## src/bpu/bpu_table.sv

```systemverilog
module bpu_table #(
    parameter int  DEPTH   = 512,
    parameter type entry_t = logic [1:0]
) (
    input  logic                     clk,
    input  logic                     rst_n,

    // one async read port per bank
    input  logic [$clog2(DEPTH)-1:0] raddr_0_i,
    input  logic [$clog2(DEPTH)-1:0] raddr_1_i,
    output entry_t                   rdata_0_o,
    output entry_t                   rdata_1_o,

    // single write port, bank picked by wbank_i
    input  logic                     we_i,
    input  logic                     wbank_i,
    input  logic [$clog2(DEPTH)-1:0] waddr_i,
    input  entry_t                   wdata_i
);

    entry_t bank_0 [DEPTH]; // slot 0, pc[2] == 0
    entry_t bank_1 [DEPTH]; // slot 1, pc[2] == 1

    // distributed ram style read, no latency
    assign rdata_0_o = bank_0[raddr_0_i];
    assign rdata_1_o = bank_1[raddr_1_i];

    always_ff @(posedge clk) begin
        if (!rst_n) begin
            // every entry back to zero so no stale hits
            for (int i = 0; i < DEPTH; i++) begin
                bank_0[i] <= '0;
                bank_1[i] <= '0;
            end
        end else if (we_i) begin
            if (wbank_i) begin
                bank_1[waddr_i] <= wdata_i;
            end else begin
                bank_0[waddr_i] <= wdata_i;
            end
        end
    end

endmodule

```

## config.mk

```make
export PLATFORM = sky130hd
export DESIGN_NAME = bpu_table
export DESIGN_NICKNAME = d
export VERILOG_FILES = /design/src/bpu/bpu_table.sv
export SDC_FILE = /design/constraint.sdc
export NUM_CORES = 2
export LEC_CHECK = 0
export ABC_AREA = 1
export ABC_CLOCK_PERIOD_IN_PS = 2300
export BUFFER_PORTS_ARGS = -buffer_cell sky130_fd_sc_hd__buf_2
export CAP_MARGIN = 10
export CORE_ASPECT_RATIO = 0.6
export CORE_UTILIZATION = 60
export CTS_CLUSTER_SIZE = 10
export DETAILED_ROUTE_END_ITERATION = 10
export HOLD_SLACK_MARGIN = 0.08
export PLACE_DENSITY = 0.85
export SKIP_LAST_GASP = 1
export SLEW_MARGIN = 10
export SYNTH_ARGS = -nofsm -noshare
export SYNTH_HDL_FRONTEND = slang
export SYNTH_SLANG_ARGS = --single-unit
```

## constraint.sdc

```tcl
create_clock -name clk -period 2.3 [get_ports clk]
set_clock_uncertainty 0.15 [all_clocks]
set_input_delay 0.115 -clock clk [delete_from_list [all_inputs] [get_ports clk]]
set_output_delay 0.115 -clock clk [all_outputs]
set_load 0.03 [all_outputs]
```

Yosys cells after proc, flatten, opt, wreduce, memory -nomap -nowiden:

Memory sizes are Yosys's and may differ from the RTL's.
Cells that the tools add are included.

* register bits: 0
* bits in writable memories: 2048
* bits of input ports: 33
* output and inout port bits: 4
* word-level logic and storage cells: 19
* memories: 2

* multiplexer cells: 15
* reduce and logical (&&, ||, !) cells: 2

Memories
* bank_0: depth 512, bits a word 2, read ports 1, clocked after memory_dff 0, write ports 512, RTL line 21 `entry_t bank_0 [DEPTH];`
* bank_1: depth 512, bits a word 2, read ports 1, clocked after memory_dff 0, write ports 512, RTL line 22 `entry_t bank_1 [DEPTH];`

Operator list (count)
* $mux W9: 2
* $mux W1: 11
* $mux W2: 2
* $reduce_or A2 Y1: 2

Depth between registers and ports, before layout:

* depth after elaboration: 6
* mapped depth: 16
* mapped depth without buffers: 13

Worst setup path after synthesis:

No wires, ideal clock.

* path kind: in2out
* from: input raddr_0_i[0]
* to: output rdata_0_o[0] in the netlist's numbering
* data arrival time: 1.455 ns
* data required time: 2.035 ns
* setup slack: 0.580 ns
* cell stages on the path: 16
* buffers on the path: 3
* cells stage by stage: buf_6 -> inv_6 -> buf_6 -> buf_6 -> nand2_1 -> nand3_1 -> nand3_1 -> nand3_1 -> nand3_1 -> nand3_1 -> nand2_1 -> nand2_1 -> nand3_1 -> nand2_1 -> nand2_1 -> nand2_1

RTL lines
* start, declared: RTL line 9 `input logic [$clog2(DEPTH)-1:0] raddr_0_i,`
* end, declared: RTL line 11 `output entry_t rdata_0_o,`

==> results.yml <==
critical_path:
  worst-path-buf-inv: 1
  cp_common_cell: "nand3_2"
  worst_path_max_delay_cell: "edfxtp_1"
  worstPathArrival_ps: 2630
  critPathKind: "flop to output pin"
  startpoint_type: "flop"
  crit_path_end_kind: "output pin"
  cpLargestDelayFamily: "simple AND/OR/NAND/NOR gates"
  crit_path_max_fanout: 1
  cpPeakStageDelay_ps: 380
  critPathRequiredTime_ps: 2040
  cp_cell_sequence: "nand2_1 > nand3_2 > nand3_2 > nand3_2 > nand3_4 > nand3_4 > nand2_4 > nand2_1 > nand3_2 > nand2_2 > nand2_1 > nand2_2 > buf_6"
grt:
  grt_pass1_vias: 86100
  antenna_found_initial: 8
  grt_pass1_wl_mm: 484
  grtUsageTotal: 0.367
  grt_max_degree: 174
  gr-total-overflow: 0
clock_network:
  clockBufferDepth: 4
  cts_sinks: 2048
  cts_made_buffers: 230
  cts_root_buf: "clkbuf_16"
  h-tree-depth: 4
  cts_tree: "yes"
  clk_pin_slew_worst_paths_ps: 60
logic_synthesis:
  synth_top_area_share: 0.604
  avgSynthCellArea_um2: 8.89
  synth_area_mm2: 0.102
  yosys.area.top_type: "edfxtp_1"
  postSynthNetCount: 11500
  ys_ff_latch: 2048
  synthTopCellsByArea: "edfxtp_1 60%, nand3_1 15%, nand2_1 12%"
  ys_types: 14
  yosysSeqAreaShare: 0.604
  syn_inst: 11500
  ys_warn_count: 0
route:
  drc: 0
  dr.first_iter.drc_count: 18000
  routed_wl_mm: 323
  post_drt_wl_per_cell_um: 24.0
  postRouteAntennaNets: 0
  num_vias: 89400
  drtPass1Iterations: 8
  viasPerCell: 6.64
status:
  violations: "negative setup slack"
  status: "complete, but fails checks"
timing:
  fmax_mhz: 345
  slew_headroom: 0.273
  hold_violations: 0
  report.final.slew_viol_count: 0
  fin_setup_tns_ps: -2260
  finalCritPeriodShare: 1.26
  timing.final.ws_setup_ps: -595
  setup_viol: 4
  rsz0062_at_grt: "yes"
  timing.hold.ws_ps: 135
  tightest_slew_ps: 1090
  min_period_ps: 2900
placed_design:
  gp_congestion: 0.945
  placedCellCount: 13200
  port_buffers: 36
  hpwl_mm: 197
  place_ws_ps: -486
cells_and_area:
  finalNetCount: 11300
  syn2layout_area_growth_pct: 12.8
  fillCellCount: 11400
  final_cells: 13500
  drive_gt1_frac: 0.108
power:
  finalPower_uw: 84300
  cellPowerDensity_mw_per_mm2: 733
  ir_worst_vdd_mv: 0.713
  leakage_uw: 0.0449
die:
  die_area_mm2: 0.172
  row_count: 116
  io_pins: 37
  die_w_um: 534
  die_y_um: 321
  core-area_mm2: 0.168
  start_util: 0.608
job:
  drv_cap: 0
worst_hold_path:
  hp-class: "input port to flop"
## path summary, 6_finish.rpt
check	depth (start not counted)	slack (ps)	startpoint	to
setup / recovery	13	-600	bank_0[495][0]$_SDFFCE_PN0P_	rdata_0_o[0]
hold / removal	5	140	waddr_i[2]	bank_0[182][1]$_SDFFCE_PN0P_
## stage by stage
step	utilization	instance area, um2
floorplan	-	102000
global placement	0.639	107000
detailed placement	0.639	107000
CTS	0.679	114000
global route	0.685	115000
finish	0.686	115000
## per-layer routing
| layer | up-vias | part of all wire | track usage |
|---|---|---|---|
| li1 | 38300 | - | - |
| met1 | 41100 | 0.32 | 0.472 |
| met2 | 8572 | 0.43 | 0.548 |
| met3 | 1541 | 0.20 | 0.141 |
| met4 | 6 | 0.052 | 0.173 |
| met5 | - | 0.00055 | 0 |
## Yosys cell counts (all sizes together)
cell,n
buf,500
clkbuf,588
edfxtp,2048
inv,30
nand2,3169
nand3,3032
nor2,2098
## cell type report
type,instances,area (um2),area share
Clock buffer,232,5810,0.0505
Inverter,30,180,0.00157
Clock inverter,4,37.5,0.000327
Multi-Input combinational cell,8299,37000,0.322
Timing Repair Buffer,611,7630,0.0664
Tap cell,2242,2810,0.0244
Antenna cell,2,5.00,0.0000436
Sequential cell,2048,61500,0.535
## cells in the final DEF, fill, tap and decap left out, drive strengths merged
master and n:
edfxtp 2048, buf 599, diode 2, nand2 3169, clkinv 2, clkbuf 233
inv 32, dlygate4sd3 11, nor2 2098, nand3 3032
## flip-flops by register name (all words and copies together) (netlist names)
| name | flops |
|---|---|
| bank_1 | 1024 |
| bank_0 | 1024 |
## tightest hold or removal path, stage by stage
cell and delay, ps:
buf_2 130, nand2_1 320, nor2_4 210, nand3_1 170
nor2_1 40
## power by group
group / switching (uW) / internal, uW
logic: 6500 / 2670
clock network: 14100 / 17500
registers: 600 / 42800
## what timing repair did
| item | 4_1_cts | 5_1_grt |
|---|---|---|
| gates resized for setup | 176 | 220 |
| buffers inserted | 0 | 0 |
| hold buffers | 11 | 0 |
| endpoints found under the hold margin | 3125 | 0 |
| pin swaps | 84 | 132 |
| endpoints found under the setup margin | 4 | 4 |
## cell families after synthesis
kind of cell | after synthesis | synth area share
simple gates | 8299 | 0.343
flops | 2048 | 0.604
buf+inv | 1118 | 0.0535
(Power assumes the default switching activity.)
