**config.mk**
```make
export PLATFORM = sky130hd
export DESIGN_NAME = bpu_ras
export DESIGN_NICKNAME = d
export VERILOG_FILES = /design/src/common/bpu_pkg.sv /design/src/bpu/bpu_ras.sv
export SDC_FILE = /design/constraint.sdc
export NUM_CORES = 1
export LEC_CHECK = 0
export BUFFER_PORTS_ARGS = -buffer_cell sky130_fd_sc_hd__buf_2
export CAP_MARGIN = 5
export CORE_AREA = 10 10 143 145
export DETAILED_ROUTE_END_ITERATION = 8
export DIE_AREA = 0 0 153 155
export GPL_TIMING_DRIVEN = 1
export PLACE_DENSITY_LB_ADDON = 0.1
export REMOVE_ABC_BUFFERS = 1
export SYNTH_ARGS = -nofsm -noshare
export SYNTH_HDL_FRONTEND = slang
export SYNTH_SLANG_ARGS = --single-unit
```
**constraint.sdc**
```tcl
create_clock -name clk -period 8.83 [get_ports clk]
set_clock_uncertainty 0.2 [all_clocks]
set_input_delay 1.3245 -clock clk [delete_from_list [all_inputs] [get_ports clk]]
set_output_delay 1.3245 -clock clk [all_outputs]
set_load 0.02 [all_outputs]
```
**src/common/bpu_pkg.sv**
```systemverilog
package bpu_pkg;

    localparam logic [31:0] BPU_INIT_PC = 32'h1c00_0000; // fetch pc out of reset

    // btb and bht share the same index
    localparam int BTB_IDX_LEN = 9;
    localparam int BTB_DEPTH   = 1 << BTB_IDX_LEN;
    localparam int TAG_LEN     = 8;  // pc bits from 12 upward

    localparam int HIST_LEN    = 5;  // local history per slot

    // pht index is {history, pc[10:3]}
    localparam int PHT_PC_LEN  = 8;
    localparam int PHT_IDX_LEN = HIST_LEN + PHT_PC_LEN;
    localparam int PHT_DEPTH   = 1 << PHT_IDX_LEN;

    localparam int RAS_DEPTH   = 8;
    localparam int RAS_PTR_LEN = 3;

    // BR_NORMAL is the only kind that asks the pht
    typedef enum logic [1:0] {
        BR_NORMAL = 2'd0, // conditional
        BR_JUMP   = 2'd1, // b, jirl not used as return
        BR_CALL   = 2'd2, // bl
        BR_RET    = 2'd3  // jirl r0, r1
    } br_type_t;

    typedef struct packed {
        logic [TAG_LEN-1:0] tag;
        logic [31:0]        target_pc;
        br_type_t           br_type;
        logic               is_branch; // doubles as entry valid
    } btb_entry_t;

    typedef struct packed {
        logic [HIST_LEN-1:0] history; // newest outcome in bit 0
    } bht_entry_t;

    typedef struct packed {
        logic [1:0] scnt; // bit 1 set means predict taken
    } pht_entry_t;

    // folds upper pc bits into the index, tied to BTB_IDX_LEN of 9
    function automatic logic [BTB_IDX_LEN-1:0] btb_hash(input logic [31:0] pc);
        return pc[17:9] ^ pc[11:3];
    endfunction

    function automatic logic [TAG_LEN-1:0] get_tag(input logic [31:0] pc);
        return pc[TAG_LEN+11:12];
    endfunction

    // 2-bit saturating step
    function automatic logic [1:0] next_scnt(input logic [1:0] scnt, input logic taken);
        logic [1:0] res;
        res = scnt;
        if (taken && scnt != 2'b11) begin
            res = scnt + 2'd1;
        end else if (!taken && scnt != 2'b00) begin
            res = scnt - 2'd1;
        end
        return res;
    endfunction

endpackage
```
**src/bpu/bpu_ras.sv**
```systemverilog
module bpu_ras (
    input  logic        clk,
    input  logic        rst_n,
    input  logic        push_i,      // call seen
    input  logic        pop_i,       // return seen
    input  logic [31:0] push_addr_i, // call pc + 4
    output logic [31:0] top_o
);
    import bpu_pkg::*;

    logic [31:0]            stack [RAS_DEPTH];
    logic [RAS_PTR_LEN-1:0] top_ptr;  // points at newest entry
    logic [RAS_PTR_LEN-1:0] push_ptr; // slot above the top, wraps
    logic [RAS_PTR_LEN:0]   count;    // live entries, saturates at depth
    logic                   empty;
    logic                   full;
    logic                   do_pop;   // pop that actually takes effect

    assign push_ptr = top_ptr + 1'b1;
    assign empty    = (count == '0);
    assign full     = (count == (RAS_PTR_LEN+1)'(RAS_DEPTH));
    assign do_pop   = pop_i & ~empty; // empty pop dropped

    // nothing valid to return to when empty
    assign top_o = empty ? 32'd0 : stack[top_ptr];

    // storage
    always_ff @(posedge clk) begin
        if (push_i && do_pop) begin
            stack[top_ptr] <= push_addr_i; // replace top in place
        end else if (push_i) begin
            stack[push_ptr] <= push_addr_i; // overwrites oldest once full
        end
    end

    // pointer and occupancy
    always_ff @(posedge clk) begin
        if (!rst_n) begin
            top_ptr <= '1; // first push lands in entry 0
            count   <= '0;
        end else if (push_i && !do_pop) begin
            top_ptr <= push_ptr;
            if (!full) begin
                count <= count + 1'b1;
            end
        end else if (do_pop && !push_i) begin
            top_ptr <= top_ptr - 1'b1;
            count   <= count - 1'b1;
        end
        // push with pop keeps both
    end

endmodule

```
=== Word-level counts from Yosys, hierarchy flattened ===
Memory sizes are Yosys's and may differ from the RTL's. A register that Yosys moved wholly into a read port is not among the register bits.
Index checks and enable logic that the tools add are counted.

* Register bits: 7
* RAM bits: 256
* Bits of input ports: 36
* Output and inout bits: 32
* Logic and storage cells: 36
* Memories kept: 1

{| class="wikitable"
|+ Memory list
! memory !! words !! width !! rd ports !! clocked after Yosys merged registers in !! write ports !! line !! text
|-
| stack || 8 || 32 || 1 || 1 || 1 || bpu_ras.sv:11 || <nowiki>logic [31:0] stack [RAS_DEPTH];</nowiki>
|}

* $add $sub $neg: 4
* Equal/unequal tests: 2
* Muxes and demuxes: 16
* Bitwise logic cells: 2
* Reduce and logical (&&, ||, !) cells: 9

{| class="wikitable"
|+ Operators with widths
! cell !! number
|-
| 32-bit 2-to-1 mux || 2
|-
| 32-bit OR reduction || 1
|-
| 3-bit 2-to-1 mux || 5
|-
| 4-bit 2-to-1 mux || 3
|-
| 1-bit 2-to-1 mux || 6
|-
| 4-bit by 1-bit adder with 4-bit output, second input constant || 1
|-
| 4-bit equality test, second input constant || 1
|-
| 4-bit logical NOT || 1
|-
| 4-bit by 1-bit subtractor with 4-bit output, second input constant || 1
|-
| 3-bit by 1-bit adder with 3-bit output, second input constant || 1
|-
| 1-bit logical AND || 3
|-
| 3-bit by 1-bit subtractor with 3-bit output, second input constant || 1
|-
| 1-bit logical NOT || 2
|-
| 2-bit != test, second input constant || 1
|-
| 2-bit AND reduction || 1
|-
| 2-bit nonzero test || 1
|-
| 1-bit bitwise AND || 1
|-
| 1-bit inverter || 1
|}

=== Depth between registers and ports, before layout ===
* Word-level depth: 8
* Mapped depth: 10
* Mapped depth without buffers: 9

=== Least setup slack after synthesis ===
Ideal clock, no wire load.

* Kind: input port to flip-flop
* Start: in pop_i
* End: mem stack[5][0] (enable)
* Library setup time: 0.421 ns
* Arrival: 3.538 ns
* Data required time: 8.209 ns
* Slack: 4.671 ns
* Stages on the path: 5
* Buffers on the path: 0
* Cells stage by stage: nand2b_1 ha_1 ha_1 o21bai_1 nor2_1

* Longest elaborated chain between the ends: 6
* Elaborated cells on any way between the ends: 9
* Those cells by class: 6 x mux; 1 x bitwise; 2 x reduce/logical

{| class="wikitable"
|+ RTL lines
! item !! line !! text
|-
| start: declaration || bpu_ras.sv:5 || <nowiki>input logic pop_i,</nowiki>
|-
| 1-bit bitwise AND (*) || bpu_ras.sv:22 || <nowiki>assign do_pop = pop_i & ~empty;</nowiki>
|-
| 1-bit logical AND (*) || bpu_ras.sv:29 || <nowiki>if (push_i && do_pop) begin</nowiki>
|-
| 1-bit 2-to-1 mux || bpu_ras.sv:29 ||
|-
| 1-bit 2-to-1 mux (not written as such) || bpu_ras.sv:32 || <nowiki>stack[push_ptr] <= push_addr_i;</nowiki>
|-
| 32-bit OR reduction (no line) || - ||
|-
| 3-bit 2-to-1 mux (no line) or 1-bit 2-to-1 mux (tied branches) || - ||
|-
| end: declaration || bpu_ras.sv:11 ||
|}

Every way passes the cells marked *; elsewhere a longest branch is shown, timed or not.

==> summary.md <==
| Metric | Value |
|---|---|
| Die height | `155 um` |
| Initial antenna violation count | `1` |
| Syn avg cell area | `21.5 um^2` |
| Final WS setup | `4260 ps` |
| Max_slew headroom | `20.5%` |
| Core ar. | `17700 um^2` |
| Largest net degree at the start of global routing | `65` |
| Crit-path slowest cell | `buf_4` |
| Final Cell Area | `11800 um^2` |
| Largest family of logic cells by synthesized area | `multiplexers` |
| Multi-input logic area | `2400 um^2` |
| Post-synthesis xor/xnor area fraction | `0.506%` |
| Initial drt markers | `288` |
| Final WL | `18500 um` |
| Mapped Cells | `484` |
| RSZ-0062 raised after global routing | `no` |
| Grt total ovfl | `0` |
| Num CTS Buffers | `25` |
| Initial core utilization | `58.8%` |
| # IOs | `68` |
| Reg area | `7890 um^2` |
| Clock-pin transition on the worst setup and hold timing paths | `60 ps` |
| Worst skew pair latency | `510 ps` |
| Netlist cell types | `34` |
| Post-CTS sizing | `0` |
| Via count | `4713` |
| First-pass GRT wire length | `29800 um` |
| Root Buffer | `clkbuf_16` |
| Setup-failing EPs final | `0` |
| Count leader, synth | `edfxtp_1` |
| Pins over their slew limit | `0` |
| Critical Path RT | `7310 ps` |
| Htree depth | `1` |
| Critical path arrival | `3040 ps` |
| Status | `finished clean` |
| I/O Buffers | `67` |
| Die area | `23700 um^2` |
| Crit path largest cell delay | `790 ps` |
| Worst-path fanout max | `43` |
| Post-synth EDFFs | `256` |
| CTS tree | `built` |
| Post-CTS Hold Buffers | `0` |
| GPL Wtd Cong | `0.722` |
| Final ANT Viol Nets | `0` |
| Hold WS | `347 ps` |
| Final Critical Period | `4570 ps` |
| DIE WIDTH | `153 um` |
| Post-route clock period utilization | `51.7%` |
| Main area contributors after synthesis | `edfxtp_1 74%, mux4_2 14%, mux2i_1 3.3%` |
| Postcts setup bufs | `0` |
| Final setup TNS | `0 ps` |
| Final Net Count | `609` |
| Placed instance count | `766` |
| Post-synthesis mux area share | `17.1%` |
| Average wire per standard cell | `22.8 um` |
| Critical path class | `reg -> out` |
| Final Hold Fails | `0` |
| Leakage | `4.15 nW` |
| Peak VDD IR | `0.000274 V` |
| Placed Area | `11000 um^2` |
| Vias in the first global route | `5162` |
| Max Cap Violations | `0` |
| Drc violations | `0` |
| Post-synthesis adder-cell area fraction | `1.08%` |
| Cell row count | `49` |
| Actual slew at the worst max-slew pin | `1180 ps` |
| Simple-gate portion of the synthesized area | `2.61%` |
| PD cells | `351 nW/um^2` |
| Via/cell ratio | `5.80` |
| Share of post-route cells with drive strength above 1 | `30.9%` |
| Max frequency | `219 MHz` |
| Gr usage total | `16.0%` |
| Seq/Total Area, Yosys | `75.9%` |
| Worst slack at placement | `4690 ps` |
| CTS max path bufs | `3` |
| Post-DP HPWL | `10400 um` |
| Clock sinks | `266` |
| Yosys reg bits | `266` |
| Area Growth Syn to Fin | `13.1%` |
| DRT Pass-1 Iters | `5` |
| Warning count from the yosys run | `0` |
| CP startpoint kind | `register` |
| Cell Area, Synth | `10400 um^2` |
| Worst min path class | `reg -> reg` |
| Post-route insts no fill | `812` |
| Area share of the largest cell type after synthesis | `74.0%` |
| Commonest cells post-synth | `256 x edfxtp_1, 64 x mux4_2, 41 x nor2_1` |
| FILL cells | `1198` |
| Critical path cell sequence | `buf_4 -> mux4_2 -> mux2i_1 -> nor2_1 -> buf_2` |
| Dominant synthesized flop cell | `edfxtp_1` |
| CP endpoint kind | `output port` |
| Synth Area in Compound Gates | `1.10%` |
| Synth async-reset ratio | `0%` |
| Cell taking the most area after synthesis | `edfxtp_1` |
[routing by layer]
layer	vias to the layer above	wire (um)	share of wire, %	track usage [%]
li1	2143	-	-	-
met1	2422	7730	42	21.1
met2	125	9430	51	27.0
met3	23	1030	5.6	2.81
met4	0	292	1.6	4.18
met5	-	0	0	0
[flip-flops by register name (all words and copies together) (netlist names), named ones only]
register  count
count         4
stack       256
top_ptr       3
[stage by stage]
step / power (W) / utilization (%)
2_1_floorplan: 0.00274 / -
3_3_place_gp: 0.00317 / 62.3
3_5_place_dp: 0.00320 / 62.3
4_1_cts: 0.00419 / 66.5
5_1_grt: 0.00436 / 66.5
6_report: 0.00413 / 66.6
[area by class of cell]
cell class                      count  area share (%)
Clock buffer                       38            5.74
Multi-Input combinational cell    191            20.4
Clock inverter                      7           0.671
Tap cell                          229            2.44
Antenna cell                        1          0.0213
Sequential cell                   266            67.2
Inverter                            5           0.160
Timing Repair Buffer               75            3.36
[worst max-delay path: cells and delay by family (launching register included)]
kind	cells	cell delay, ps
AND/OR/NAND/NOR	1	60
multiplexers	2	830
buffers and inverters	2	970
flip-flops	1	630
[path summary, 6_finish.rpt]
check | from | to | slack (ps) | cells after the start
setup reg to reg | count[1]$_SDFFE_PN0P_ | stack[1][1]$_DFFE_PP_ | 5400 | 6
hold / removal | top_ptr[1]$_SDFFE_PN1N_ | register | 350 | 2
setup / recovery | register | top_o[13] | 4260 | 5
hold reg to reg | top_ptr[1]$_SDFFE_PN1N_ | register | 350 | 2
[cells in the final DEF, fill, tap and decap left out, types with 2 or more instances in the layout]
| cell type | Yosys | final |
|---|---|---|
| edfxtp_1 | 256 | 256 |
| buf_2 | 9 | 67 |
| mux4_2 | 64 | 64 |
| mux2i_1 | 34 | 34 |
| nor2_1 | 41 | 33 |
| clkbuf_16 | 0 | 25 |
| clkbuf_1 | 4 | 13 |
| nand2_1 | 10 | 10 |
| ha_1 | 9 | 9 |
| nor2_4 | 0 | 8 |
| buf_4 | 1 | 8 |
| dfxtp_1 | 10 | 7 |
| inv_1 | 5 | 5 |
| o21ai_0 | 5 | 5 |
| clkinv_1 | 0 | 5 |
| xnor2_1 | 3 | 3 |
| xor2_1 | 3 | 3 |
| nor2b_1 | 2 | 2 |
| or3_1 | 2 | 2 |
| nand3_1 | 2 | 2 |
| a21boi_0 | 2 | 2 |
| dfxtp_2 | 0 | 2 |
| bufinv_16 | 0 | 2 |
[kinds of logic after synthesis]
kind of cell	count (synthesis)
buffers and inverters	27
adders and majority gates	9
and+or+nand+nor	62
DFF	266
xor gates and xnor gates	6
AOI/OAI and AO/OA	16
muxes	98
[where the power goes]
| part | internal (W) | switching (W) | leakage [nW] | total (W) |
|---|---|---|---|---|
| registers | 0.00169 | 0.000109 | 2.41 | 0.00180 |
| logic | 0.000534 | 0.000794 | 1.38 | 0.00133 |
| clock network | 0.000582 | 0.000413 | 0.360 | 0.000995 |
(Power assumes the default switching activity.)
