### src/common/bpu_pkg.sv
package bpu_pkg;

    localparam logic [31:0] BPU_INIT_PC = 32'h1c00_0000; // fetch pc out of reset

    // btb and bht share the same index
    localparam int BTB_IDX_LEN = 9;
    localparam int BTB_DEPTH   = 1 << BTB_IDX_LEN;
    localparam int TAG_LEN     = 8;  // pc bits from 12 upward

    localparam int HIST_LEN    = 5;  // local history per slot

    // pht index is {history, pc[10:3]}
    localparam int PHT_PC_LEN  = 8;
    localparam int PHT_IDX_LEN = HIST_LEN + PHT_PC_LEN;
    localparam int PHT_DEPTH   = 1 << PHT_IDX_LEN;

    localparam int RAS_DEPTH   = 8;
    localparam int RAS_PTR_LEN = 3;

    // BR_NORMAL is the only kind that asks the pht
    typedef enum logic [1:0] {
        BR_NORMAL = 2'd0, // conditional
        BR_JUMP   = 2'd1, // b, jirl not used as return
        BR_CALL   = 2'd2, // bl
        BR_RET    = 2'd3  // jirl r0, r1
    } br_type_t;

    typedef struct packed {
        logic [TAG_LEN-1:0] tag;
        logic [31:0]        target_pc;
        br_type_t           br_type;
        logic               is_branch; // doubles as entry valid
    } btb_entry_t;

    typedef struct packed {
        logic [HIST_LEN-1:0] history; // newest outcome in bit 0
    } bht_entry_t;

    typedef struct packed {
        logic [1:0] scnt; // bit 1 set means predict taken
    } pht_entry_t;

    // folds upper pc bits into the index, tied to BTB_IDX_LEN of 9
    function automatic logic [BTB_IDX_LEN-1:0] btb_hash(input logic [31:0] pc);
        return pc[17:9] ^ pc[11:3];
    endfunction

    function automatic logic [TAG_LEN-1:0] get_tag(input logic [31:0] pc);
        return pc[TAG_LEN+11:12];
    endfunction

    // 2-bit saturating step
    function automatic logic [1:0] next_scnt(input logic [1:0] scnt, input logic taken);
        logic [1:0] res;
        res = scnt;
        if (taken && scnt != 2'b11) begin
            res = scnt + 2'd1;
        end else if (!taken && scnt != 2'b00) begin
            res = scnt - 2'd1;
        end
        return res;
    endfunction

endpackage
### src/common/fetch_pkg.sv
package fetch_pkg;

    localparam int FETCH_WIDTH = 2; // slots per fetch bundle

    // what the predictor says about one slot, carried down the pipe
    // so the back end can send it back with the correction
    typedef struct packed {
        logic [31:0]                  target_pc;   // btb target or ras top
        logic [31:0]                  next_pc;     // pc after this slot
        logic                         is_branch;
        bpu_pkg::br_type_t            br_type;
        logic                         taken;       // predicted direction
        logic [1:0]                   scnt;        // counter as read
        logic [bpu_pkg::HIST_LEN-1:0] history;     // history as read
        logic                         need_update; // tag missed
    } predict_info_t;

    typedef struct packed {
        logic [31:0]                        pc;   // 8-byte aligned block, bit 2 may be set
        logic [FETCH_WIDTH-1:0]             mask; // bit i means slot i is live
        predict_info_t [FETCH_WIDTH-1:0]    pred;
    } fetch_bundle_t;

    // training record from the back end
    typedef struct packed {
        logic                         update;      // record carries a correction
        logic [31:0]                  pc;          // pc of the branch itself
        logic [31:0]                  target_pc;   // resolved target
        bpu_pkg::br_type_t            br_type;
        logic                         is_branch;
        logic                         taken;       // resolved direction
        logic                         type_miss;   // btb had wrong or no type
        logic                         target_miss; // btb had wrong target
        logic [1:0]                   scnt;        // counter used at predict
        logic [bpu_pkg::HIST_LEN-1:0] history;     // history used at predict
    } correct_info_t;

endpackage

### src/bpu/bpu_train.sv
module bpu_train (
    input  fetch_pkg::correct_info_t             correct_info_0_i,
    input  fetch_pkg::correct_info_t             correct_info_1_i,

    // btb write
    output logic                                 btb_we_o,
    output logic [bpu_pkg::BTB_IDX_LEN-1:0]      btb_waddr_o,
    output bpu_pkg::btb_entry_t                  btb_wdata_o,

    // bht write, same index as btb
    output logic                                 bht_we_o,
    output logic [bpu_pkg::BTB_IDX_LEN-1:0]      bht_waddr_o,
    output bpu_pkg::bht_entry_t                  bht_wdata_o,

    // pht write
    output logic                                 pht_we_o,
    output logic [bpu_pkg::PHT_IDX_LEN-1:0]      pht_waddr_o,
    output bpu_pkg::pht_entry_t                  pht_wdata_o,

    output logic                                 wbank_o, // shared by all three tables

    // ras
    output logic                                 ras_push_o,
    output logic                                 ras_pop_o,
    output logic [31:0]                          ras_push_addr_o
);
    import bpu_pkg::*;
    import fetch_pkg::*;

    correct_info_t          applied; // the one record trained this cycle
    logic [BTB_IDX_LEN-1:0] idx;

    // first record with update set wins
    assign applied = correct_info_0_i.update ? correct_info_0_i : correct_info_1_i;

    assign idx     = btb_hash(applied.pc);
    assign wbank_o = applied.pc[2]; // slot of the branch in its block

    // btb only rewritten when the entry was wrong or missing
    assign btb_we_o    = applied.update & (applied.type_miss | applied.target_miss);
    assign btb_waddr_o = idx;

    always_comb begin
        btb_wdata_o.tag       = get_tag(applied.pc);
        btb_wdata_o.target_pc = applied.target_pc;
        btb_wdata_o.br_type   = applied.br_type;
        btb_wdata_o.is_branch = applied.is_branch;
    end

    assign bht_we_o    = applied.update;
    assign bht_waddr_o = idx;

    always_comb begin
        if (applied.type_miss) begin
            // fresh entry, old history belonged to someone else
            bht_wdata_o.history = {{(HIST_LEN-1){1'b0}}, applied.taken};
        end else begin
            bht_wdata_o.history = {applied.history[HIST_LEN-2:0], applied.taken};
        end
    end

    // pht trained at the index it was read from
    assign pht_we_o         = applied.update;
    assign pht_waddr_o      = {applied.history, applied.pc[PHT_PC_LEN+2:3]};
    assign pht_wdata_o.scnt = next_scnt(applied.scnt, applied.taken);

    // stack kept by resolved calls and returns only
    assign ras_push_o      = applied.update & (applied.br_type == BR_CALL);
    assign ras_pop_o       = applied.update & (applied.br_type == BR_RET);
    assign ras_push_addr_o = applied.pc + 32'd4; // link address

endmodule

### config.mk
export PLATFORM = sky130hd
export DESIGN_NAME = bpu_train
export DESIGN_NICKNAME = d
export VERILOG_FILES = /design/src/common/bpu_pkg.sv /design/src/common/fetch_pkg.sv /design/src/bpu/bpu_train.sv
export SDC_FILE = /design/constraint.sdc
export NUM_CORES = 1
export LEC_CHECK = 0
export BUFFER_PORTS_ARGS = -buffer_cell sky130_fd_sc_hd__buf_2
export CAP_MARGIN = 10
export CELL_PAD_IN_SITES_DETAIL_PLACEMENT = 1
export CELL_PAD_IN_SITES_GLOBAL_PLACEMENT = 1
export CORE_MARGIN = 10
export CORE_UTILIZATION = 21
export DETAILED_ROUTE_END_ITERATION = 16
export PLACE_DENSITY = 0.92
export SETUP_SLACK_MARGIN = 0.15
export SYNTH_ARGS = -nofsm -noshare
export SYNTH_HDL_FRONTEND = slang
export SYNTH_SLANG_ARGS = --single-unit
export TNS_END_PERCENT = 1
### constraint.sdc
create_clock -name vclk -period 6.1
set_input_delay 0 -clock vclk [all_inputs]
set_output_delay 0 -clock vclk [all_outputs]
set_load 0.02 [all_outputs]
[After elaboration in Yosys (flattened, before gate mapping)]
Cells that the tools add are included.
Storage, ports and cells
  register bits after elaboration: 0
  output and inout bits: 119
  word-level logic and storage cells: 19
Cells by class
  $add $sub $neg: 3
  eq/ne operators: 3
  mux-type cells: 4
  bitwise logic cells: 5
  reductions and logical operators: 4
Operators by type and width (count)
  78-bit 2-to-1 mux: 1
  32-bit by 3-bit adder with 32-bit output (second input constant): 1
  9-bit XOR: 1
  5-bit 2-to-1 mux: 1
  2-bit == test (second input constant): 2
  2-bit 2-to-1 mux: 2
  1-bit AND: 3
  2-bit by 1-bit adder with 2-bit output (second input constant): 1
  1-bit logical AND: 2
  2-bit != test (second input constant): 1
  2-bit nonzero test: 1
  2-bit by 1-bit subtractor with 2-bit output (second input constant): 1
  1-bit logical NOT: 1
  1-bit OR: 1

[Logic depth before layout (Yosys ltp)]
Gate-level depths: netlist of the first run.
  depth after elaboration: 5
  gate-level depth with buffers: 12
  mapped depth without buffers: 7

[Worst setup path after synthesis of the first run]
OpenSTA, ideal clock, no wires.
  path kind: input -> output
  from: input correct_info_0_i[77] (netlist name)
  to: output ras_push_addr_o[26]
  arrival: 2.739 ns
  data required time: 6.100 ns
  setup slack: 3.361 ns
  stages: 12
  path through: buf_6 buf_2 buf_2 buf_2 buf_2 mux2i_1 inv_1 ha_1 a21boi_0 nand4_1 nor3_1 xnor2_1
On the way
  longest elaborated chain between the ends: 2
Ends and longest elaborated chain
  from (decl): line bpu_train.sv:2  | input fetch_pkg::correct_info_t correct_info_0_i,
  78-bit 2-to-1 mux: line bpu_train.sv:34  | assign applied = correct_info_0_i.update ? correct_info_0_i : correct_info_1_i;
  named net wbank_o: line bpu_train.sv:20  | output logic wbank_o,
  32-bit by 3-bit adder with 32-bit output: line bpu_train.sv:70  | assign ras_push_addr_o = applied.pc + 32'd4;
  to (decl): line bpu_train.sv:25  | output logic [31:0] ras_push_addr_o
The timed path passes the listed nets, and every way through them passes these cells.

[Worst setup path in the final report of the first run]
  from: input correct_info_0_i[77] (netlist name)
  to: output ras_push_addr_o[31]
On the way
  longest elaborated chain between the ends: 2
Ends and longest elaborated chain (line)
  78-bit 2-to-1 mux: bpu_train.sv:34
  32-bit by 3-bit adder with 32-bit output: bpu_train.sv:70
Every way passes these cells.

==> qor.yml, run 1 <==
finish:
  fin_area_mm2: 0.00344
  area_growth_pct: 68.0
  fillers: 1271
  instances_no_fill: 648
  seqCellArea_um2: 0
  final_cell_mix: "buf_2 (274), mux2_2 (52), xnor2_1 (27)"
  final_nets: 680
  drive_gt1_share_pct: 64.0
  n_clock_buffer: 0
  final_common_cell: "buf_2"
  multi_input_comb_area_mm2: 0.00185
  antenna_cells: 0
  design.seq.count: 0
logic_synthesis:
  yosys_warnings: 0
  synth_area_leaders: "mux2_2 (29%), xnor2_1 (12%), mux2i_1 (11%)"
  avgSynthCellArea_um2: 7.70
  seq_area_frac_synth_pct: 0
  yosysTopAreaCellShare_pct: 28.6
  synth.net_count: 425
  synth_cell_types: 33
  yosysTopAreaCell: "mux2_2"
  synth_area_mm2: 0.00205
  netlist_instances: 266
placement:
  gp_congestion: 0.968
  placed_area_mm2: 0.00344
  dpl.cell_count: 648
  port_buffers: 275
  dp_hpwl_um: 12000
routing:
  finalWirelength_um: 13000
  drt_iter0_markers: 105
  vias_per_cell: 4.75
  drc: 0
  drt.antenna.violating_nets: 0
  firstDrtPassIters: 4
  vias: 3077
  wire_per_inst_um: 20.0
timing:
  rsz0062_at_grt: "false"
  drv_slew: 0
  setup_tns_ns: 0
  tightest_slew_ns: 1.02
  fin_crit_sh_pct: 47.0
  finalHoldViolCount: 0
  period_needed_ns: 2.87
  slew_headroom_pct: 32.3
  setup_viol: 0
  max_freq_mhz: 349
setup_path:
  crit_path_frequent_cell: "buf_4"
  required_ns: 6.10
  arrival_ns: 2.87
  start_kind: "input port"
  critPathMaxStageDelay_ns: 0.76
  worst-path-stages: 8
  cp_cell_sequence: "buf_4, buf_4, nand3_1, a22oi_1, and4_1, nor4b_2, xnor2_1, buf_2"
  cp_max_fo: 82
  critPathBufInv: 3
  crit_start: "correct_info_0_i[77]"
  crit_type: "input port to output pin"
  cp-end-kind: "output pin"
  cp_slowest_cell: "buf_4"
  crit_path_end: "ras_push_addr_o[31]"
  cp_top_family: "buffers and inverters"
clock_tree:
  postCtsSetupRepairBufs: 0
  cts_hold_buf: 0
  cts_resized: 0
flow_run:
  maxCapViolCount: 0
grt:
  grt_max_degree: 83
  grt_pass1_wl_um: 19500
  grt_pass1_vias: 3505
  antenna_found_initial: 0
  grt_overflow: 0
  grt_use_total_pct: 16.7
die:
  rows: 35
  die_y_um: 119
  initial_core_util_pct: 21.9
  num_io_pins: 275
  dieArea_mm2: 0.0141
  core_mm2: 0.00937
  die_x_um: 119
power:
  powerDensity_mw_per_mm2: 106
  intPower_mw: 0.144
  power.clock.fraction_pct: 0
  irDropWorstVdd_v: 0.0000540
  seqPwrFrac_pct: 0
  p_switching_mw: 0.222
  sw_frac_of_total_pct: 60.7
  p_leak_nw: 1.81
  comb_power_share_pct: 100.0
run_status:
  status: "finished, final reports clean"
worst_hold_path:
  hp-class: "input port to output pin"
## power groups by stage
stage	registers, mW	logic [mW]	clock network [mW]
after floorplan	0	0.226	0
after detailed placement	0	0.370	0
after CTS	0	0.371	0
final	0	0.365	0
after global placement	0	0.361	0
after global routing	0	0.393	0
## metrics by stage
step	hold slack [ns]	util (%)	setup WS [ns]	total power, mW
6_report	0.338	36.7	3.23	0.365
3_5_place_dp	0.340	36.7	3.20	0.370
3_3_place_gp	0.332	36.7	3.43	0.361
2_1_floorplan	0.153	-	3.36	0.226
5_1_grt	0.363	36.7	2.94	0.393
4_1_cts	0.343	36.7	3.22	0.371
## Yosys cell counts
| cell | instances |
|---|---|
| and3_1 | 1 |
| inv_1 | 12 |
| nand3_1 | 19 |
| o21ai_0 | 10 |
| a211oi_2 | 1 |
| a21o_1 | 1 |
| buf_6 | 2 |
| mux2i_1 | 22 |
| and2_1 | 1 |
| a222oi_1 | 1 |
| a211oi_1 | 1 |
| xor2_1 | 9 |
| nor2b_1 | 7 |
| nand2b_1 | 1 |
| buf_4 | 11 |
| a22oi_1 | 7 |
| nor3_1 | 4 |
| nand4_1 | 9 |
| a21boi_0 | 1 |
| a21oi_1 | 6 |
| nand4b_4 | 1 |
| buf_2 | 10 |
| or2_2 | 1 |
| and4_1 | 1 |
| nand3b_1 | 8 |
| nand4b_1 | 2 |
| nor2_1 | 8 |
| a32o_1 | 3 |
| mux2_2 | 52 |
| nor4b_2 | 1 |
| nand2_1 | 23 |
| ha_1 | 3 |
| xnor2_1 | 27 |
## per-layer routing
metal  wire (um)  global-route usage, %  part of all wire, %  vias to the layer above
li1            -                      -                    -                     1464
met1        4800                   17.2                   37                     1417
met2        6880                   33.3                   53                      183
met3        1130                   4.28                  8.7                       13
met4         177                   2.06                  1.4                        0
met5           0                      0                    0                        -
## area by class of cell
type,count,share of cell area [%]
Inverter,12,1.31
Tap cell,129,4.69
Multi-Input combinational cell,231,53.7
Timing Repair Buffer,276,40.3
## worst min-delay path by stage
stage,start,endpoint,cells after the start
floorplan,correct_info_1_i[47],ras_push_addr_o[2],1
global placement,correct_info_0_i[47],ras_push_addr_o[2],3
detailed placement,correct_info_0_i[47],ras_push_addr_o[2],3
CTS,correct_info_0_i[47],ras_push_addr_o[2],3
global route,correct_info_1_i[24],btb_wdata_o[14],3
finish,correct_info_0_i[47],ras_push_addr_o[2],3
## cells by family (layout without fill, tap and decap cells)
group                      Yosys count  in the layout  synth area share [%]
adders and majority gates            3              3                  1.83
xor gates and xnor gates            36             36                  15.4
AOI/OAI and AO/OA                   31             31                  10.1
muxes                               74             74                  39.3
and+or+nand+nor                     87             87                  23.5
buffers and inverters               35            288                  9.77
(Power assumes the default switching activity.)
==> run 2: changes to the inputs <==
--- a/config.mk
+++ b/config.mk
@@ -10,9 +10,9 @@
 export CELL_PAD_IN_SITES_DETAIL_PLACEMENT = 1
 export CELL_PAD_IN_SITES_GLOBAL_PLACEMENT = 1
 export CORE_MARGIN = 10
-export CORE_UTILIZATION = 21
+export CORE_UTILIZATION = 18
 export DETAILED_ROUTE_END_ITERATION = 16
-export PLACE_DENSITY = 0.92
+export PLACE_DENSITY = 0.84
 export SETUP_SLACK_MARGIN = 0.15
 export SYNTH_ARGS = -nofsm -noshare
 export SYNTH_HDL_FRONTEND = slang
==> constraint.sdc (replaced) <==
create_clock -name vclk -period 2.5
set_input_delay 0 -clock vclk [all_inputs]
set_output_delay 0 -clock vclk [all_outputs]
set_load 0.02 [all_outputs]
==> qor.yml, run 2 (synthesized netlist as in run 1, its figures left out) <==
grt:
  use_met3_pct: 4.54
  grt_max_degree: 40
  met1_usage_pct: 15.8
  grt_pass1_wl_um: 20300
  top_usage_layer: "met2"
  antenna_found_initial: 4
  gr-usage-met2_pct: 31.3
  grt_overflow: 0
  grt_use_total_pct: 15.7
  grt_pass1_vias: 3487
setup_path:
  arrival_ns: 2.20
  required_ns: 2.50
  cp_slowest_cell: "a211oi_1"
  cp_top_family: "simple AND/OR/NAND/NOR gates"
  crit_path_frequent_cell: "buf_4"
  critPathBufInv: 3
  cp-end-kind: "output pin"
  start_kind: "input port"
  critPathMaxStageDelay_ns: 0.37
  crit_type: "input port to output pin"
  cp_max_fo: 33
  cp_cell_sequence: "buf_4, buf_4, nand3_1, a211oi_1, nand4_1, nor3_2, xnor2_2, buf_2"
finish:
  final_common_cell: "buf_2"
  final_nets: 687
  fin_area_mm2: 0.00357
  n_clock_buffer: 0
  design.seq.count: 0
  area_growth_pct: 74.5
  final_cell_mix: "buf_2 (274), mux2_2 (52), nand2_1 (23), xnor2_1 (23), mux2i_1 (21)"
  final_util_pct: 32.5
  seqCellArea_um2: 0
  drive_gt1_share_pct: 66.0
die:
  die_y_um: 127
  num_io_pins: 275
  core_mm2: 0.0110
  dieArea_mm2: 0.0160
  rows: 38
  initial_core_util_pct: 18.6
  die_x_um: 127
routing:
  wire_per_inst_um: 21.0
  drc: 0
  vias_per_cell: 4.62
  drt.antenna.violating_nets: 0
  finalWirelength_um: 14100
  drt_iter0_markers: 141
  vias: 3090
  firstDrtPassIters: 4
timing:
  tightest_slew_ns: 0.580
  fin_crit_sh_pct: 88.0
  setup_viol: 0
  max_freq_mhz: 455
  setup_tns_ns: 0
  rsz0062_at_grt: "true"
  setup_slack_ns: 0.301
  finalHoldViolCount: 0
  period_needed_ns: 2.20
  slew_headroom_pct: 60.2
  drv_slew: 0
  hold_slack_ns: 0.347
placement:
  port_buffers: 275
  dp_hpwl_um: 12900
  gp_congestion: 0.831
  pre_cts_ws_ns: 0.302
  placed_area_mm2: 0.00356
run_status:
  status: "finished, final reports clean"
power:
  p_leak_nw: 1.86
  powerDensity_mw_per_mm2: 257
  irDropWorstVdd_v: 0.0000881
clock_tree:
  postCtsSetupRepairBufs: 0
flow_run:
  maxCapViolCount: 0
worst_hold_path:
  hp-class: "input port to output pin"
==> run 2: final cells by class <==
type                       instances  area, um2
fill                            1450       7410
multi-input combinational        231       1900
timing repair buffer             283       1440
tap                              140        175
inverter                          12       45.0
antenna                            3       7.51
==> run 2: metal layers <==
metal	wire length (um)	vias to the layer above
li1	-	1479
met1	5110	1448
met2	7570	149
met3	1210	12
met4	176	2
met5	7	-
==> run 2: power by group <==
part | internal [mW] | switching (mW) | total, mW | leakage (nW)
Combinational | 0.362 | 0.556 | 0.918 | 1.86
Sequential | 0 | 0 | 0 | 0
Clock | 0.000000161 | 0 | 0.000000161 | 0.0000190
==> run 2: worst min-delay path: cells and delay by family <==
family                 cells  cell delay, ns
buffers and inverters      2            0.28
multiplexers               1            0.07
==> run 2: repair_timing <==
| item | in CTS | in global routing |
|---|---|---|
| hold buffers | 0 | 0 |
| resized for setup | 0 | 1 |
| setup endpoints to repair | 0 | 2 |
| endpoints found under the hold margin | 0 | 0 |
==> run 2: worst paths after layout <==
path,startpoint,to,slack (ns),cells past startpoint
hold / removal,correct_info_0_i[47],ras_push_addr_o[2],0.35,3
setup / recovery,correct_info_0_i[77],ras_push_addr_o[26],0.30,8
==> run 2: through the flow <==
step                power, mW  cells
global route            0.985    669
global placement        0.908    666
floorplan               0.561    266
detailed placement      0.930    666
finish                  0.918    669
CTS                     0.933    666
==> run 3: changes to the inputs <==
--- a/config.mk
+++ b/config.mk
@@ -5,7 +5,7 @@
 export SDC_FILE = /design/constraint.sdc
 export NUM_CORES = 1
 export LEC_CHECK = 0
-export BUFFER_PORTS_ARGS = -buffer_cell sky130_fd_sc_hd__buf_2
+export BUFFER_PORTS_ARGS = -buffer_cell sky130_fd_sc_hd__buf_4
 export CAP_MARGIN = 10
 export CELL_PAD_IN_SITES_DETAIL_PLACEMENT = 1
 export CELL_PAD_IN_SITES_GLOBAL_PLACEMENT = 1
@@ -14,7 +14,7 @@
 export DETAILED_ROUTE_END_ITERATION = 16
 export PLACE_DENSITY = 0.84
 export SETUP_SLACK_MARGIN = 0.15
+export SLEW_MARGIN = 20
 export SYNTH_ARGS = -nofsm -noshare
 export SYNTH_HDL_FRONTEND = slang
 export SYNTH_SLANG_ARGS = --single-unit
-export TNS_END_PERCENT = 1
==> qor.yml, run 3 (synthesized netlist as in run 1, its figures left out) <==
finish:
  final_nets: 686
  drive_gt1_share_pct: 66.1
  n_clock_buffer: 0
  multi_input_comb_area_mm2: 0.00190
  seqCellArea_um2: 0
  final_cell_mix: "buf_4 (280), mux2_2 (52), nand2_1 (23), xnor2_1 (23), mux2i_1 (21)"
  area_growth_pct: 107
  antenna_cells: 0
  design.seq.count: 0
  fillers: 1380
  final_util_pct: 38.7
  final_common_cell: "buf_4"
routing:
  dr_wl_met2_um: 7830
  wl_met3_um: 1250
  finalWirelength_um: 14500
  firstDrtPassIters: 4
  drt-met1-wl_um: 5220
  drt_iter0_markers: 116
  vias: 3073
  wire_per_inst_um: 21.8
  drt.antenna.violating_nets: 0
  highest_layer: "met4"
  vias_per_cell: 4.62
  drc: 0
setup_path:
  arrival_ns: 2.06
  crit_path_end: "ras_push_addr_o[26]"
  crit_start: "correct_info_0_i[77]"
  crit_type: "input port to output pin"
  cp_max_fo: 27
  cp-end-kind: "output pin"
  start_kind: "input port"
  required_ns: 2.50
run_status:
  status: "finished, final reports clean"
die:
  dieArea_mm2: 0.0160
  die_x_um: 127
  rows: 38
  initial_core_util_pct: 18.6
  die_y_um: 127
  num_io_pins: 275
  core_mm2: 0.0110
timing:
  setup_viol: 0
  setup_slack_ns: 0.444
  slew_headroom_pct: 63.6
  setup_tns_ns: 0
  finalHoldViolCount: 0
  period_needed_ns: 2.06
  drv_slew: 0
  tightest_slew_ns: 0.531
  fin_crit_sh_pct: 82.2
  max_freq_mhz: 486
  rsz0062_at_grt: "false"
placement:
  port_buffers: 275
  gp_congestion: 0.832
  dp_hpwl_um: 13300
  pre_cts_ws_ns: 0.299
power:
  intPower_mw: 0.528
  sw_frac_of_total_pct: 51.9
  power_mw: 1.10
  p_leak_nw: 2.10
  power.clock.fraction_pct: 0
  p_switching_mw: 0.569
  seqPwrFrac_pct: 0
  irDropWorstVdd_v: 0.000115
  powerDensity_mw_per_mm2: 258
  comb_power_share_pct: 100.0
clock_tree:
  cts_hold_buf: 0
  postCtsSetupRepairBufs: 0
grt:
  grt_overflow: 0
  grt_use_total_pct: 16.3
  grt_max_degree: 37
  grt_pass1_vias: 3413
  antenna_found_initial: 0
  grt_pass1_wl_um: 21300
flow_run:
  maxCapViolCount: 0
worst_hold_path:
  hp-class: "input port to output pin"
-- run 3: cell types whose count changed in the layout (fill, tap and decap cells not counted), sizes merged --
cell   change
buf        -1
diode      -3
-- run 3: power by group through the flow --
| stage | registers, mW | clock network (mW) | logic, mW |
|---|---|---|---|
| after CTS | 0 | 0 | 1.11 |
| after global routing | 0 | 0 | 1.16 |
| final | 0 | 0 | 1.10 |
| after floorplan | 0 | 0 | 0.561 |
| after global placement | 0 | 0 | 1.09 |
| after detailed placement | 0 | 0 | 1.11 |
-- run 3: how the worst min path moves through the flow --
stage / startpoint / to / slack [ns] / cells after the start
CTS: correct_info_0_i[47] / ras_push_addr_o[2] / 0.33 / 3
global placement: correct_info_0_i[47] / ras_push_addr_o[2] / 0.32 / 3
global route: correct_info_0_i[47] / ras_push_addr_o[2] / 0.34 / 3
floorplan: correct_info_1_i[47] / ras_push_addr_o[2] / 0.07 / 1
detailed placement: correct_info_0_i[47] / ras_push_addr_o[2] / 0.33 / 3
finish: correct_info_0_i[47] / ras_push_addr_o[2] / 0.33 / 3
-- run 3: metrics by stage --
stage | hold WS [ns] | cell area, um2 | std cells
5_1_grt | 0.337 | 4250 | 665
6_report | 0.327 | 4250 | 665
3_3_place_gp | 0.321 | 4240 | 665
2_1_floorplan | 0.0700 | 2110 | 266
4_1_cts | 0.331 | 4240 | 665
3_5_place_dp | 0.330 | 4240 | 665
-- run 3: worst max-delay path, cell delays in order --
cell and delay (ns):
buf_6 0.16, buf_4 0.20, nand3b_1 0.23, a211oi_1 0.42, nand4_1 0.37, nor3_2 0.37
xnor2_2 0.14, buf_4 0.16
-- run 3: repair_timing --
item	in CTS	in global routing
setup endpoints to repair	0	4
resized for setup	0	2
hold endpoints to repair	0	0
-- run 3: cell type report --
class | count | area share, %
repair buffers | 282 | 50.0
multi-input cells | 231 | 44.8
well taps | 140 | 4.12
inverters | 12 | 1.06
-- run 3: metal layers --
metal | global-route usage [%] | vias to the layer above
met2 | 32.3 | 141
met5 | 0 | -
met3 | 4.96 | 12
li1 | - | 1471
met1 | 16.5 | 1449
met4 | 2.21 | 0
